<file path="src/design/bitdec_pkg.sv">
/*
  shared constants for the telemetry bit decoder
  channel 0 is I and channel 1 is Q
  control register is 16 bits, bits 10..12 and 15 unused and read as zero
*/

package bitdec_pkg;

  // ------------------------------
  // channel count
  // ------------------------------

  // I and Q symbol channels
  localparam int NUM_CH = 2;

  // ------------------------------
  // line code selection
  // ------------------------------

  // NRZ_L passes the bit, NRZ_M is the transition, NRZ_S its complement
  // value 3 is not a valid code
  typedef enum logic [1:0] {
    NRZ_L = 2'd0,
    NRZ_M = 2'd1,
    NRZ_S = 2'd2
  } code_mode_e;

  // ------------------------------
  // control register layout
  // ------------------------------

  localparam int CTL_FIFO_RS     = 0;
  localparam int CTL_CLK_INV     = 1;
  localparam int CTL_CLK_SEL     = 2;
  localparam int CTL_DATA_INV    = 3;
  localparam int CTL_DERAND      = 4;
  localparam int CTL_DEMUX       = 5;
  localparam int CTL_SWAP        = 6;
  localparam int CTL_BIPHASE     = 7;
  // low bit of the 2-bit code mode field, bits 9:8
  localparam int CTL_MODE_LO     = 8;
  localparam int CTL_BYPASS_FIFO = 13;
  localparam int CTL_INPUT_SEL   = 14;

  // straight NRZ-L, no inversion, no derandomizing
  localparam logic [15:0] CTL_RESET = 16'h0000;

endpackage

</file>
<file path="src/design/biphase_front.sv">
/*
  biphase-L to NRZ on I plus realignment of Q
  chip pairing is not recovered from the data; the first symbol strobe
  after biphase is enabled is taken as the first chip of a pair
  Q is not biphase decoded, only registered on the bit strobe
*/

`timescale 1ns/1ps

module biphase_front (
  input  logic                          clk,
  input  logic                          rs,
  input  logic                          symb_clk_en_i,
  input  logic                          biphase_i,
  input  logic                          symb_i_i,
  input  logic                          symb_q_i,
  output logic                          bit_en_o,
  output logic [bitdec_pkg::NUM_CH-1:0] nrz_ch_o,
  output logic [bitdec_pkg::NUM_CH-1:0] last_ch_o
);

  // high while the next strobe brings the second chip
  logic phase;
  // first chip of the pair, which is the NRZ bit
  logic first_chip;
  // effective bit strobe
  logic bit_stb;

  // always enabled outside biphase mode
  assign bit_en_o = ~biphase_i | phase;
  assign bit_stb  = symb_clk_en_i & bit_en_o;

  // ------------------------------
  // chip pair tracking
  // ------------------------------

  always_ff @(posedge clk or posedge rs)
  begin
    if (rs)
    begin
      phase      <= 1'b0;
      first_chip <= 1'b0;
    end
    else if (symb_clk_en_i)
    begin
      // phase parked at zero when not in biphase
      phase <= biphase_i & ~phase;
      // grab the leading chip of each pair
      if (!phase)
        first_chip <= symb_i_i;
    end
  end

  // ------------------------------
  // NRZ capture and previous bits
  // ------------------------------

  always_ff @(posedge clk or posedge rs)
  begin
    if (rs)
    begin
      nrz_ch_o  <= '0;
      last_ch_o <= '0;
    end
    else if (bit_stb)
    begin
      // Q takes the same single register as I so both stay aligned
      nrz_ch_o  <= {symb_q_i, biphase_i ? first_chip : symb_i_i};
      // previous bit per channel for mark/space decode
      last_ch_o <= nrz_ch_o;
    end
  end

endmodule

</file>
<file path="src/design/bit_decoder_top.sv">
/*
  bit decoder top, all logic on clk with async active-high reset
  symb_clk_2x_en_i must pulse twice per symbol, once with symb_clk_en_i
  no back-pressure; outputs are valid at each strobe only
*/

`timescale 1ns/1ps

module bit_decoder_top #(
  parameter logic [12:0] REG_ADDR = 13'h0040
) (
  input  logic        clk,
  input  logic        rs,
  input  logic        en_i,
  input  logic        wr0_i,
  input  logic        wr1_i,
  input  logic [12:0] addr_i,
  input  logic [15:0] din_i,
  output logic [15:0] dout_o,
  input  logic        symb_clk_en_i,
  input  logic        symb_clk_2x_en_i,
  input  logic        symb_i_i,
  input  logic        symb_q_i,
  output logic        dout_i_o,
  output logic        dout_q_o,
  output logic        cout_o,
  output logic        symb_clk_o,
  output logic        fifo_rs_o,
  output logic        clk_inv_o,
  output logic        bypass_fifo_o,
  output logic        input_sel_o
);

  logic [15:0]                   ctl;
  logic                          biphase;
  logic                          clk_sel;
  logic                          data_inv;
  logic                          derand;
  logic                          demux;
  logic                          swap;
  bitdec_pkg::code_mode_e        mode;
  logic                          bit_en;
  logic [bitdec_pkg::NUM_CH-1:0] nrz_ch;
  logic [bitdec_pkg::NUM_CH-1:0] last_ch;
  logic [bitdec_pkg::NUM_CH-1:0] dec_ch;
  logic                          sel_i;
  logic                          sel_q;
  logic                          shift_en;

  // ------------------------------
  // control register and fields
  // ------------------------------

  decoder_regs #(
    .REG_ADDR (REG_ADDR)
  ) u_regs (
    .clk    (clk),
    .rs     (rs),
    .en_i   (en_i),
    .wr0_i  (wr0_i),
    .wr1_i  (wr1_i),
    .addr_i (addr_i),
    .din_i  (din_i),
    .dout_o (dout_o),
    .ctl_o  (ctl)
  );

  // FIFO and input selector live outside, these only pass out
  assign fifo_rs_o     = ctl[bitdec_pkg::CTL_FIFO_RS];
  assign clk_inv_o     = ctl[bitdec_pkg::CTL_CLK_INV];
  assign bypass_fifo_o = ctl[bitdec_pkg::CTL_BYPASS_FIFO];
  assign input_sel_o   = ctl[bitdec_pkg::CTL_INPUT_SEL];
  assign clk_sel       = ctl[bitdec_pkg::CTL_CLK_SEL];
  assign data_inv      = ctl[bitdec_pkg::CTL_DATA_INV];
  assign derand        = ctl[bitdec_pkg::CTL_DERAND];
  assign demux         = ctl[bitdec_pkg::CTL_DEMUX];
  assign swap          = ctl[bitdec_pkg::CTL_SWAP];
  assign biphase       = ctl[bitdec_pkg::CTL_BIPHASE];
  assign mode          = bitdec_pkg::code_mode_e'(ctl[bitdec_pkg::CTL_MODE_LO +: 2]);

  // ------------------------------
  // data path
  // ------------------------------

  biphase_front u_front (
    .clk           (clk),
    .rs            (rs),
    .symb_clk_en_i (symb_clk_en_i),
    .biphase_i     (biphase),
    .symb_i_i      (symb_i_i),
    .symb_q_i      (symb_q_i),
    .bit_en_o      (bit_en),
    .nrz_ch_o      (nrz_ch),
    .last_ch_o     (last_ch)
  );

  // one decoder per channel
  for (genvar g = 0; g < bitdec_pkg::NUM_CH; g++)
  begin : g_dec
    line_decoder u_dec (
      .clk        (clk),
      .rs         (rs),
      .clk_en_i   (symb_clk_en_i),
      .bit_en_i   (bit_en),
      .mode_i     (mode),
      .din_i      (nrz_ch[g]),
      .last_din_i (last_ch[g]),
      .dout_o     (dec_ch[g])
    );
  end

  channel_combiner u_comb (
    .clk              (clk),
    .rs               (rs),
    .symb_clk_en_i    (symb_clk_en_i),
    .symb_clk_2x_en_i (symb_clk_2x_en_i),
    .bit_en_i         (bit_en),
    .biphase_i        (biphase),
    .clk_sel_i        (clk_sel),
    .swap_i           (swap),
    .demux_i          (demux),
    .dec_ch_i         (dec_ch),
    .sel_i_o          (sel_i),
    .sel_q_o          (sel_q),
    .shift_en_o       (shift_en),
    .cout_o           (cout_o),
    .symb_clk_o       (symb_clk_o)
  );

  derandomizer u_derand (
    .clk        (clk),
    .rs         (rs),
    .shift_en_i (shift_en),
    .derand_i   (derand),
    .data_inv_i (data_inv),
    .sel_i_i    (sel_i),
    .sel_q_i    (sel_q),
    .dout_i_o   (dout_i_o),
    .dout_q_o   (dout_q_o)
  );

endmodule

</file>
<file path="src/design/channel_combiner.sv">
/*
  straight, swapped or QPSK-serial channel selection
  serial mode emits the I bit on the on-symbol 2x strobe, Q on the next one
  swap also exchanges the serial order
  biphase together with serial mode is not supported
*/

`timescale 1ns/1ps

module channel_combiner (
  input  logic                          clk,
  input  logic                          rs,
  input  logic                          symb_clk_en_i,
  input  logic                          symb_clk_2x_en_i,
  input  logic                          bit_en_i,
  input  logic                          biphase_i,
  input  logic                          clk_sel_i,
  input  logic                          swap_i,
  input  logic                          demux_i,
  input  logic [bitdec_pkg::NUM_CH-1:0] dec_ch_i,
  output logic                          sel_i_o,
  output logic                          sel_q_o,
  output logic                          shift_en_o,
  output logic                          cout_o,
  output logic                          symb_clk_o
);

  // half-symbol phase, high between on-symbol strobe and the next 2x strobe
  logic mux_phase;
  // second serial bit parked for the mid-symbol strobe
  logic ser_hold;
  logic first_bit;
  logic second_bit;
  logic ser_next;

  // swap picks which channel goes first or onto the I line
  assign first_bit  = swap_i ? dec_ch_i[1] : dec_ch_i[0];
  assign second_bit = swap_i ? dec_ch_i[0] : dec_ch_i[1];

  // on-symbol strobe starts a new serial pair
  assign ser_next = symb_clk_en_i ? first_bit : ser_hold;

  // 2x rate when serial, the effective bit strobe otherwise
  assign shift_en_o = demux_i ? symb_clk_2x_en_i : (symb_clk_en_i & bit_en_i);

  // ------------------------------
  // bit clock and symbol square wave
  // ------------------------------

  // biphase clocks once per chip pair
  assign cout_o = biphase_i ? (symb_clk_en_i & bit_en_i) :
                  (clk_sel_i ? symb_clk_en_i : symb_clk_2x_en_i);

  always_ff @(posedge clk or posedge rs)
  begin
    if (rs)
      mux_phase <= 1'b0;
    else if (symb_clk_2x_en_i)
      mux_phase <= symb_clk_en_i | ~mux_phase;
  end

  assign symb_clk_o = mux_phase;

  // ------------------------------
  // output selection register
  // ------------------------------

  always_ff @(posedge clk or posedge rs)
  begin
    if (rs)
    begin
      sel_i_o  <= 1'b0;
      sel_q_o  <= 1'b0;
      ser_hold <= 1'b0;
    end
    else if (shift_en_o)
    begin
      if (demux_i)
      begin
        // serial bit on I, its complement on Q
        sel_i_o <= ser_next;
        sel_q_o <= ~ser_next;
        if (symb_clk_en_i)
          ser_hold <= second_bit;
      end
      else
      begin
        sel_i_o <= first_bit;
        sel_q_o <= second_bit;
      end
    end
  end

endmodule

</file>
<file path="src/design/decoder_regs.sv">
/*
  16-bit control register on a byte-write bus clocked by clk
  unused bits are dropped on write and read back zero
  an invalid code mode (3) is stored as NRZ-L
*/

`timescale 1ns/1ps

module decoder_regs #(
  parameter logic [12:0] REG_ADDR = 13'h0040
) (
  input  logic        clk,
  input  logic        rs,
  input  logic        en_i,
  input  logic        wr0_i,
  input  logic        wr1_i,
  input  logic [12:0] addr_i,
  input  logic [15:0] din_i,
  output logic [15:0] dout_o,
  output logic [15:0] ctl_o
);

  // bits with a function
  localparam logic [15:0] CTL_USED =
    16'(1 << bitdec_pkg::CTL_FIFO_RS)  | 16'(1 << bitdec_pkg::CTL_CLK_INV) |
    16'(1 << bitdec_pkg::CTL_CLK_SEL)  | 16'(1 << bitdec_pkg::CTL_DATA_INV) |
    16'(1 << bitdec_pkg::CTL_DERAND)   | 16'(1 << bitdec_pkg::CTL_DEMUX) |
    16'(1 << bitdec_pkg::CTL_SWAP)     | 16'(1 << bitdec_pkg::CTL_BIPHASE) |
    16'(3 << bitdec_pkg::CTL_MODE_LO)  | 16'(1 << bitdec_pkg::CTL_BYPASS_FIFO) |
    16'(1 << bitdec_pkg::CTL_INPUT_SEL);

  logic        hit;
  logic [15:0] wdata;

  assign hit = en_i && (addr_i == REG_ADDR);

  // write data cleanup
  always_comb
  begin
    wdata = din_i & CTL_USED;
    if (wdata[bitdec_pkg::CTL_MODE_LO +: 2] != bitdec_pkg::NRZ_M &&
        wdata[bitdec_pkg::CTL_MODE_LO +: 2] != bitdec_pkg::NRZ_S)
      wdata[bitdec_pkg::CTL_MODE_LO +: 2] = bitdec_pkg::NRZ_L;
  end

  // byte lanes written independently
  always_ff @(posedge clk or posedge rs)
  begin
    if (rs)
      ctl_o <= bitdec_pkg::CTL_RESET;
    else if (hit)
    begin
      if (wr0_i)
        ctl_o[7:0] <= wdata[7:0];
      if (wr1_i)
        ctl_o[15:8] <= wdata[15:8];
    end
  end

  // combinational readback, zero when not selected
  assign dout_o = hit ? ctl_o : 16'h0000;

endmodule

</file>
<file path="src/design/derandomizer.sv">
/*
  derandomizer for 1 + x^14 + x^15, self-synchronizing
  output is valid after 15 bits have filled the shift register
  output register is loaded in every mode, so latency never changes
*/

`timescale 1ns/1ps

module derandomizer (
  input  logic clk,
  input  logic rs,
  input  logic shift_en_i,
  input  logic derand_i,
  input  logic data_inv_i,
  input  logic sel_i_i,
  input  logic sel_q_i,
  output logic dout_i_o,
  output logic dout_q_o
);

  // past received bits, [0] newest
  logic [14:0] shreg;
  // received bit with the polynomial taps removed
  logic        derand_bit;
  logic        out_i;
  logic        out_q;

  assign derand_bit = sel_i_i ^ shreg[14] ^ shreg[13];

  // ------------------------------
  // shift register and output stage
  // ------------------------------

  always_ff @(posedge clk or posedge rs)
  begin
    if (rs)
    begin
      shreg <= '0;
      out_i <= 1'b0;
      out_q <= 1'b0;
    end
    else if (shift_en_i)
    begin
      // history runs even when bypassed
      shreg <= {shreg[13:0], sel_i_i};
      // derandomized bit drives both lines
      out_i <= derand_i ? derand_bit : sel_i_i;
      out_q <= derand_i ? derand_bit : sel_q_i;
    end
  end

  // polarity flip after the register
  assign dout_i_o = out_i ^ data_inv_i;
  assign dout_q_o = out_q ^ data_inv_i;

endmodule

</file>
<file path="src/design/line_decoder.sv">
/*
  mark/space decode of one channel
  mode value 3 falls back to NRZ-L
  advances only on symbol strobe with bit enable
*/

`timescale 1ns/1ps

module line_decoder (
  input  logic                   clk,
  input  logic                   rs,
  input  logic                   clk_en_i,
  input  logic                   bit_en_i,
  input  bitdec_pkg::code_mode_e mode_i,
  input  logic                   din_i,
  input  logic                   last_din_i,
  output logic                   dout_o
);

  // transition between current and previous NRZ bit
  logic trans;

  assign trans = din_i ^ last_din_i;

  // ------------------------------
  // decode register
  // ------------------------------

  always_ff @(posedge clk or posedge rs)
  begin
    if (rs)
    begin
      dout_o <= 1'b0;
    end
    else if (clk_en_i && bit_en_i)
    begin
      case (mode_i)
        // mark, a change means one
        bitdec_pkg::NRZ_M:
          dout_o <= trans;
        // space, a change means zero
        bitdec_pkg::NRZ_S:
          dout_o <= ~trans;
        // level code, straight through
        default:
          dout_o <= din_i;
      endcase
    end
  end

endmodule

</file>
<file path="config.mk">
export PLATFORM = sky130hd
export DESIGN_NAME = bit_decoder_top
export DESIGN_NICKNAME = d
export VERILOG_FILES = /design/src/design/bitdec_pkg.sv /design/src/design/biphase_front.sv /design/src/design/bit_decoder_top.sv /design/src/design/channel_combiner.sv /design/src/design/decoder_regs.sv /design/src/design/derandomizer.sv /design/src/design/line_decoder.sv
export SDC_FILE = /design/constraint.sdc
export NUM_CORES = 1
export LEC_CHECK = 0
export BUFFER_PORTS_ARGS = -buffer_cell sky130_fd_sc_hd__buf_4
export CAP_MARGIN = 30
export CORE_MARGIN = 2
export CORE_UTILIZATION = 29
export CTS_BUF_LIST = sky130_fd_sc_hd__clkbuf_16
export DETAILED_ROUTE_END_ITERATION = 16
export PLACE_DENSITY = 0.57
export SYNTH_ARGS = -nofsm -noshare
export SYNTH_HDL_FRONTEND = slang
export SYNTH_SLANG_ARGS = --single-unit
</file>
<file path="constraint.sdc">
create_clock -name clk -period 4.2 [get_ports clk]
set_clock_uncertainty 0.2 [all_clocks]
set_input_delay 0.21 -clock clk [delete_from_list [all_inputs] [get_ports clk]]
set_output_delay 0.21 -clock clk [all_outputs]
set_load 0.1 [all_outputs]
</file>
==> impl_metrics.env <==
export IMPL_yosysSeqAreaShare_pct=50.1
export IMPL_period_minus_slack_ns=2.74
export IMPL_drive_above_1_share_pct=43.2
export IMPL_antenna_found_initial=0
export IMPL_syn2layout_area_growth_pct=39.1
export IMPL_synth_distinct_cells=37
export IMPL_ir_drop_mv=0.227
export IMPL_hpwl_um=2880
export IMPL_die_h_um=88.0
export IMPL_cp_end_kind="output pin"
export IMPL_muxShareOfSynthArea_pct=21.5
export IMPL_synth_adder_area_share_pct=1.22
export IMPL_holdPathStages=3
export IMPL_leakagePower_nw=1.32
export IMPL_min_from="din_i[8]"
export IMPL_startpoint_type="input pin"
export IMPL_synthesis_area_um2=2050
export IMPL_cts_hold_buf=14
export IMPL_viasPerCell=4.47
export IMPL_dr_pass1_iters=4
export IMPL_crit_chain="buf_4, or4_4, nor4_1, buf_4, and2_1, buf_4"
export IMPL_grt_pass1_vias=1452
export IMPL_setup_tns_ns=0
export IMPL_portBuffers=53
export IMPL_drc=0
export IMPL_powerDensity_nw_per_um2=412
export IMPL_diodes=0
export IMPL_rr_worst_depth=3
export IMPL_vias=1483
export IMPL_power_net_switching_w=0.000302
export IMPL_worst_path_max_fanout=7
export IMPL_nNetsFinal=275
export IMPL_synth_compound_area_share_pct=6.90
export IMPL_p_seq_share_pct=44.0
export IMPL_r2r_start="u_regs.ctl_o[7]$_DFFE_PP0P_"
export IMPL_arrival_ns=2.33
export IMPL_yosysWarnings=0
export IMPL_crit_type="in -> out"
export IMPL_dieArea_um2=7750
export IMPL_cts_resized=0
export IMPL_r2r_setup_slack_ns=1.99
export IMPL_cts_num_sinks=41
export IMPL_grt_setup_unrepaired="false"
export IMPL_yosys_area_share_simple_pct=13.9
export IMPL_final_cells=332
export IMPL_hold_viol=0
export IMPL_maxCapViolCount=0
export IMPL_design_core_area_um2=6830
export IMPL_place_gp_congestion=0.739
export IMPL_grt_pass1_wl_um=6610
export IMPL_syn_mean_instance_area_um2=12.3
export IMPL_cts_tree="built"
export IMPL_wire_per_inst_um=12.2
export IMPL_grt_start_max_net_pins=42
export IMPL_clk_pin_slew_worst_paths_ns=0.06
export IMPL_required_ns=3.79
export IMPL_path_common_cell="buf_4"
export IMPL_slew_headroom_pct=43.9
export IMPL_cts_max_path_buffers=2
export IMPL_clockRootBuffer="clkbuf_16"
export IMPL_h_tree_depth=2
export IMPL_crit_path_top_delay_cell="nor4_1"
export IMPL_yosys_register_bits=41
export IMPL_clkLatencyLatePin_ns=0.28
export IMPL_synth_top_family_by_area="multiplexers"
export IMPL_hold_end="u_regs.ctl_o[9]$_DFFE_PP0P_"
export IMPL_hp_class="in -> reg"
export IMPL_globalRouteTotalUtil_pct=10.8
export IMPL_intPower_w=0.000872
export IMPL_yosys_area_share_xor_xnor_pct=2.38
export IMPL_dp_cells=310
export IMPL_drt_iter0_markers=49
export IMPL_synth_cells=166
export IMPL_finalMaxSlewViolations=0
export IMPL_min_period_over_period_pct=65.1
export IMPL_worst_r2r_endpoint="u_derand.shreg[5]$_DFFE_PP0P_"
export IMPL_finalPower_w=0.00117
export IMPL_wl_um=4050
export IMPL_worst_pin_slew_ns=0.834
export IMPL_status="finished, final reports clean"
export IMPL_dpl_worst_slack_ns=1.38
export IMPL_ant_nets=0
export IMPL_finalSetupViolCount=0
export IMPL_cpPeakStageDelay_ns=0.75
export IMPL_cts_made_buffers=5
export IMPL_fmax_ghz=0.366
export IMPL_fillers=685
export IMPL_cts_setup_buffers=0
export IMPL_pwr_share_comb_pct=19.3
export IMPL_placementRows=30
export IMPL_io_pins=62
export IMPL_chipWidth_um=88.0
export IMPL_overflow=0
export IMPL_pwr_share_clk_pct=36.7
export IMPL_finalWorstSetupSlack_ns=1.46
export IMPL_swShare_pct=25.7
export IMPL_initial_core_util_pct=30.0
cell families (layout without fill, tap and decap cells):
group / Yosys count / count (layout)
AOI/OAI and AO/OA: 22 / 22
xor gates and xnor gates: 4 / 4
adders and majority gates: 2 / 2
buffers and inverters: 16 / 83
DFF: 41 / 41
muxes: 40 / 40
other: 1 / 4
and+or+nand+nor: 40 / 40
synthesized netlist by cell type:
cell,n,share of area [%]
conb_1,1,0.18
xnor3_1,1,1.1
o21bai_1,1,0.37
a21oi_1,3,0.73
o22ai_1,2,0.61
nor2_1,3,0.55
nor4_4,2,2.1
mux2_2,32,18
nand2_1,3,0.55
and2_1,13,4.0
buf_2,2,0.49
a31oi_1,5,1.5
or3_1,2,0.61
clkbuf_1,4,0.73
o22a_1,1,0.43
or4_4,2,1.1
or3b_2,2,0.86
or2_2,1,0.31
nor2b_1,1,0.31
buf_4,4,1.5
nand4bb_1,1,0.55
o21ai_0,5,1.2
a21boi_0,1,0.37
nand3_1,1,0.24
nor4_1,1,0.31
inv_1,6,1.1
a41oi_1,1,0.43
xnor2_1,1,0.43
a41o_1,1,0.49
mux2i_1,8,3.9
ha_1,2,1.2
dfrtp_1,41,50
xor2_1,2,0.86
nand3b_1,1,0.37
nand2b_1,7,2.1
a211oi_1,1,0.37
a21o_1,1,0.37
metrics by stage:
stage | instance area [um^2] | utilization, % | hold WS (ns)
after global routing | 2850 | 41.7 | 0.0189
after global placement | 2540 | 37.1 | 0.180
after floorplan | 2060 | - | 0.140
after CTS | 2850 | 41.7 | 0.00532
final | 2850 | 41.7 | 0.00456
after detailed placement | 2540 | 37.1 | 0.183
power groups by stage:
stage	Clock, W	Combinational (W)	Sequential [W]
final	0.000431	0.000226	0.000517
after floorplan	0	0.000166	0.000518
after detailed placement	0	0.000218	0.000524
after global routing	0.000463	0.000246	0.000528
after CTS	0.000448	0.000230	0.000517
after global placement	0	0.000215	0.000522
layout make-up:
class                   count  area [um^2]  share of cell area (%)
flip-flops and latches     41         1030                    36.0
multi-input cells         112          956                    33.6
repair buffers             69          553                    19.4
clock buffers               5          125                    4.39
well taps                  96          120                    4.22
clock inverters             3         46.3                    1.62
inverters                   6         22.5                   0.791
worst max-delay path by stage:
stage                        from   endpoint  slack (ns)  depth (start not counted)
finish                  addr_i[8]  dout_o[0]        1.46                          6
global route            addr_i[8]  dout_o[1]        1.30                          6
CTS                     addr_i[8]  dout_o[0]        1.38                          6
detailed placement      addr_i[8]  dout_o[0]        1.38                          6
global placement        addr_i[8]  dout_o[0]        1.38                          6
floorplan           symb_clk_en_i     cout_o        1.11                          3
critical path: cells and delay by family:
| family | cells | cell delay (ns) |
|---|---|---|
| and+or+nand+nor | 3 | 1.46 |
| buffers and inverters | 3 | 0.66 |
placed cells by master, fill, tap and decap left out, types with 2 or more instances in the layout:
cell type      instances
inv_1                  6
mux2_2                32
nand2_1                3
o22ai_1                2
and2_1                13
a31oi_1                5
nor2_1                 3
dlygate4sd3_1         14
nand2b_1               7
buf_4                 55
nor4_4                 2
clkbuf_16              5
mux2i_1                8
o21ai_0                5
ha_1                   2
or3_1                  2
dfrtp_1               41
or3b_2                 2
conb_1                 4
xor2_1                 2
a21oi_1                3
or4_4                  2
state kept, by name, summed over array words and instances (netlist names):
signal              flops
g_dec.u_dec.dout_o      2
u_comb.sel_i_o          1
u_comb.sel_q_o          1
u_comb.ser_hold         1
u_comb.symb_clk_o       1
u_derand.out_i          1
u_derand.out_q          1
u_derand.shreg         15
u_front.first_chip      1
u_front.last_ch_o       2
u_front.nrz_ch_o        2
u_front.phase           1
u_regs.ctl_o           12
layer usage:
layer  GRT usage, %  routed length [um]  up-vias
met1           14.0                1920      702
met4           4.13                  68        0
met2           17.8                1780       51
li1               -                   -      723
met3           2.26                 286        7
met5              0                   0        -
No activity file was read; power rests on OpenSTA's default activity.
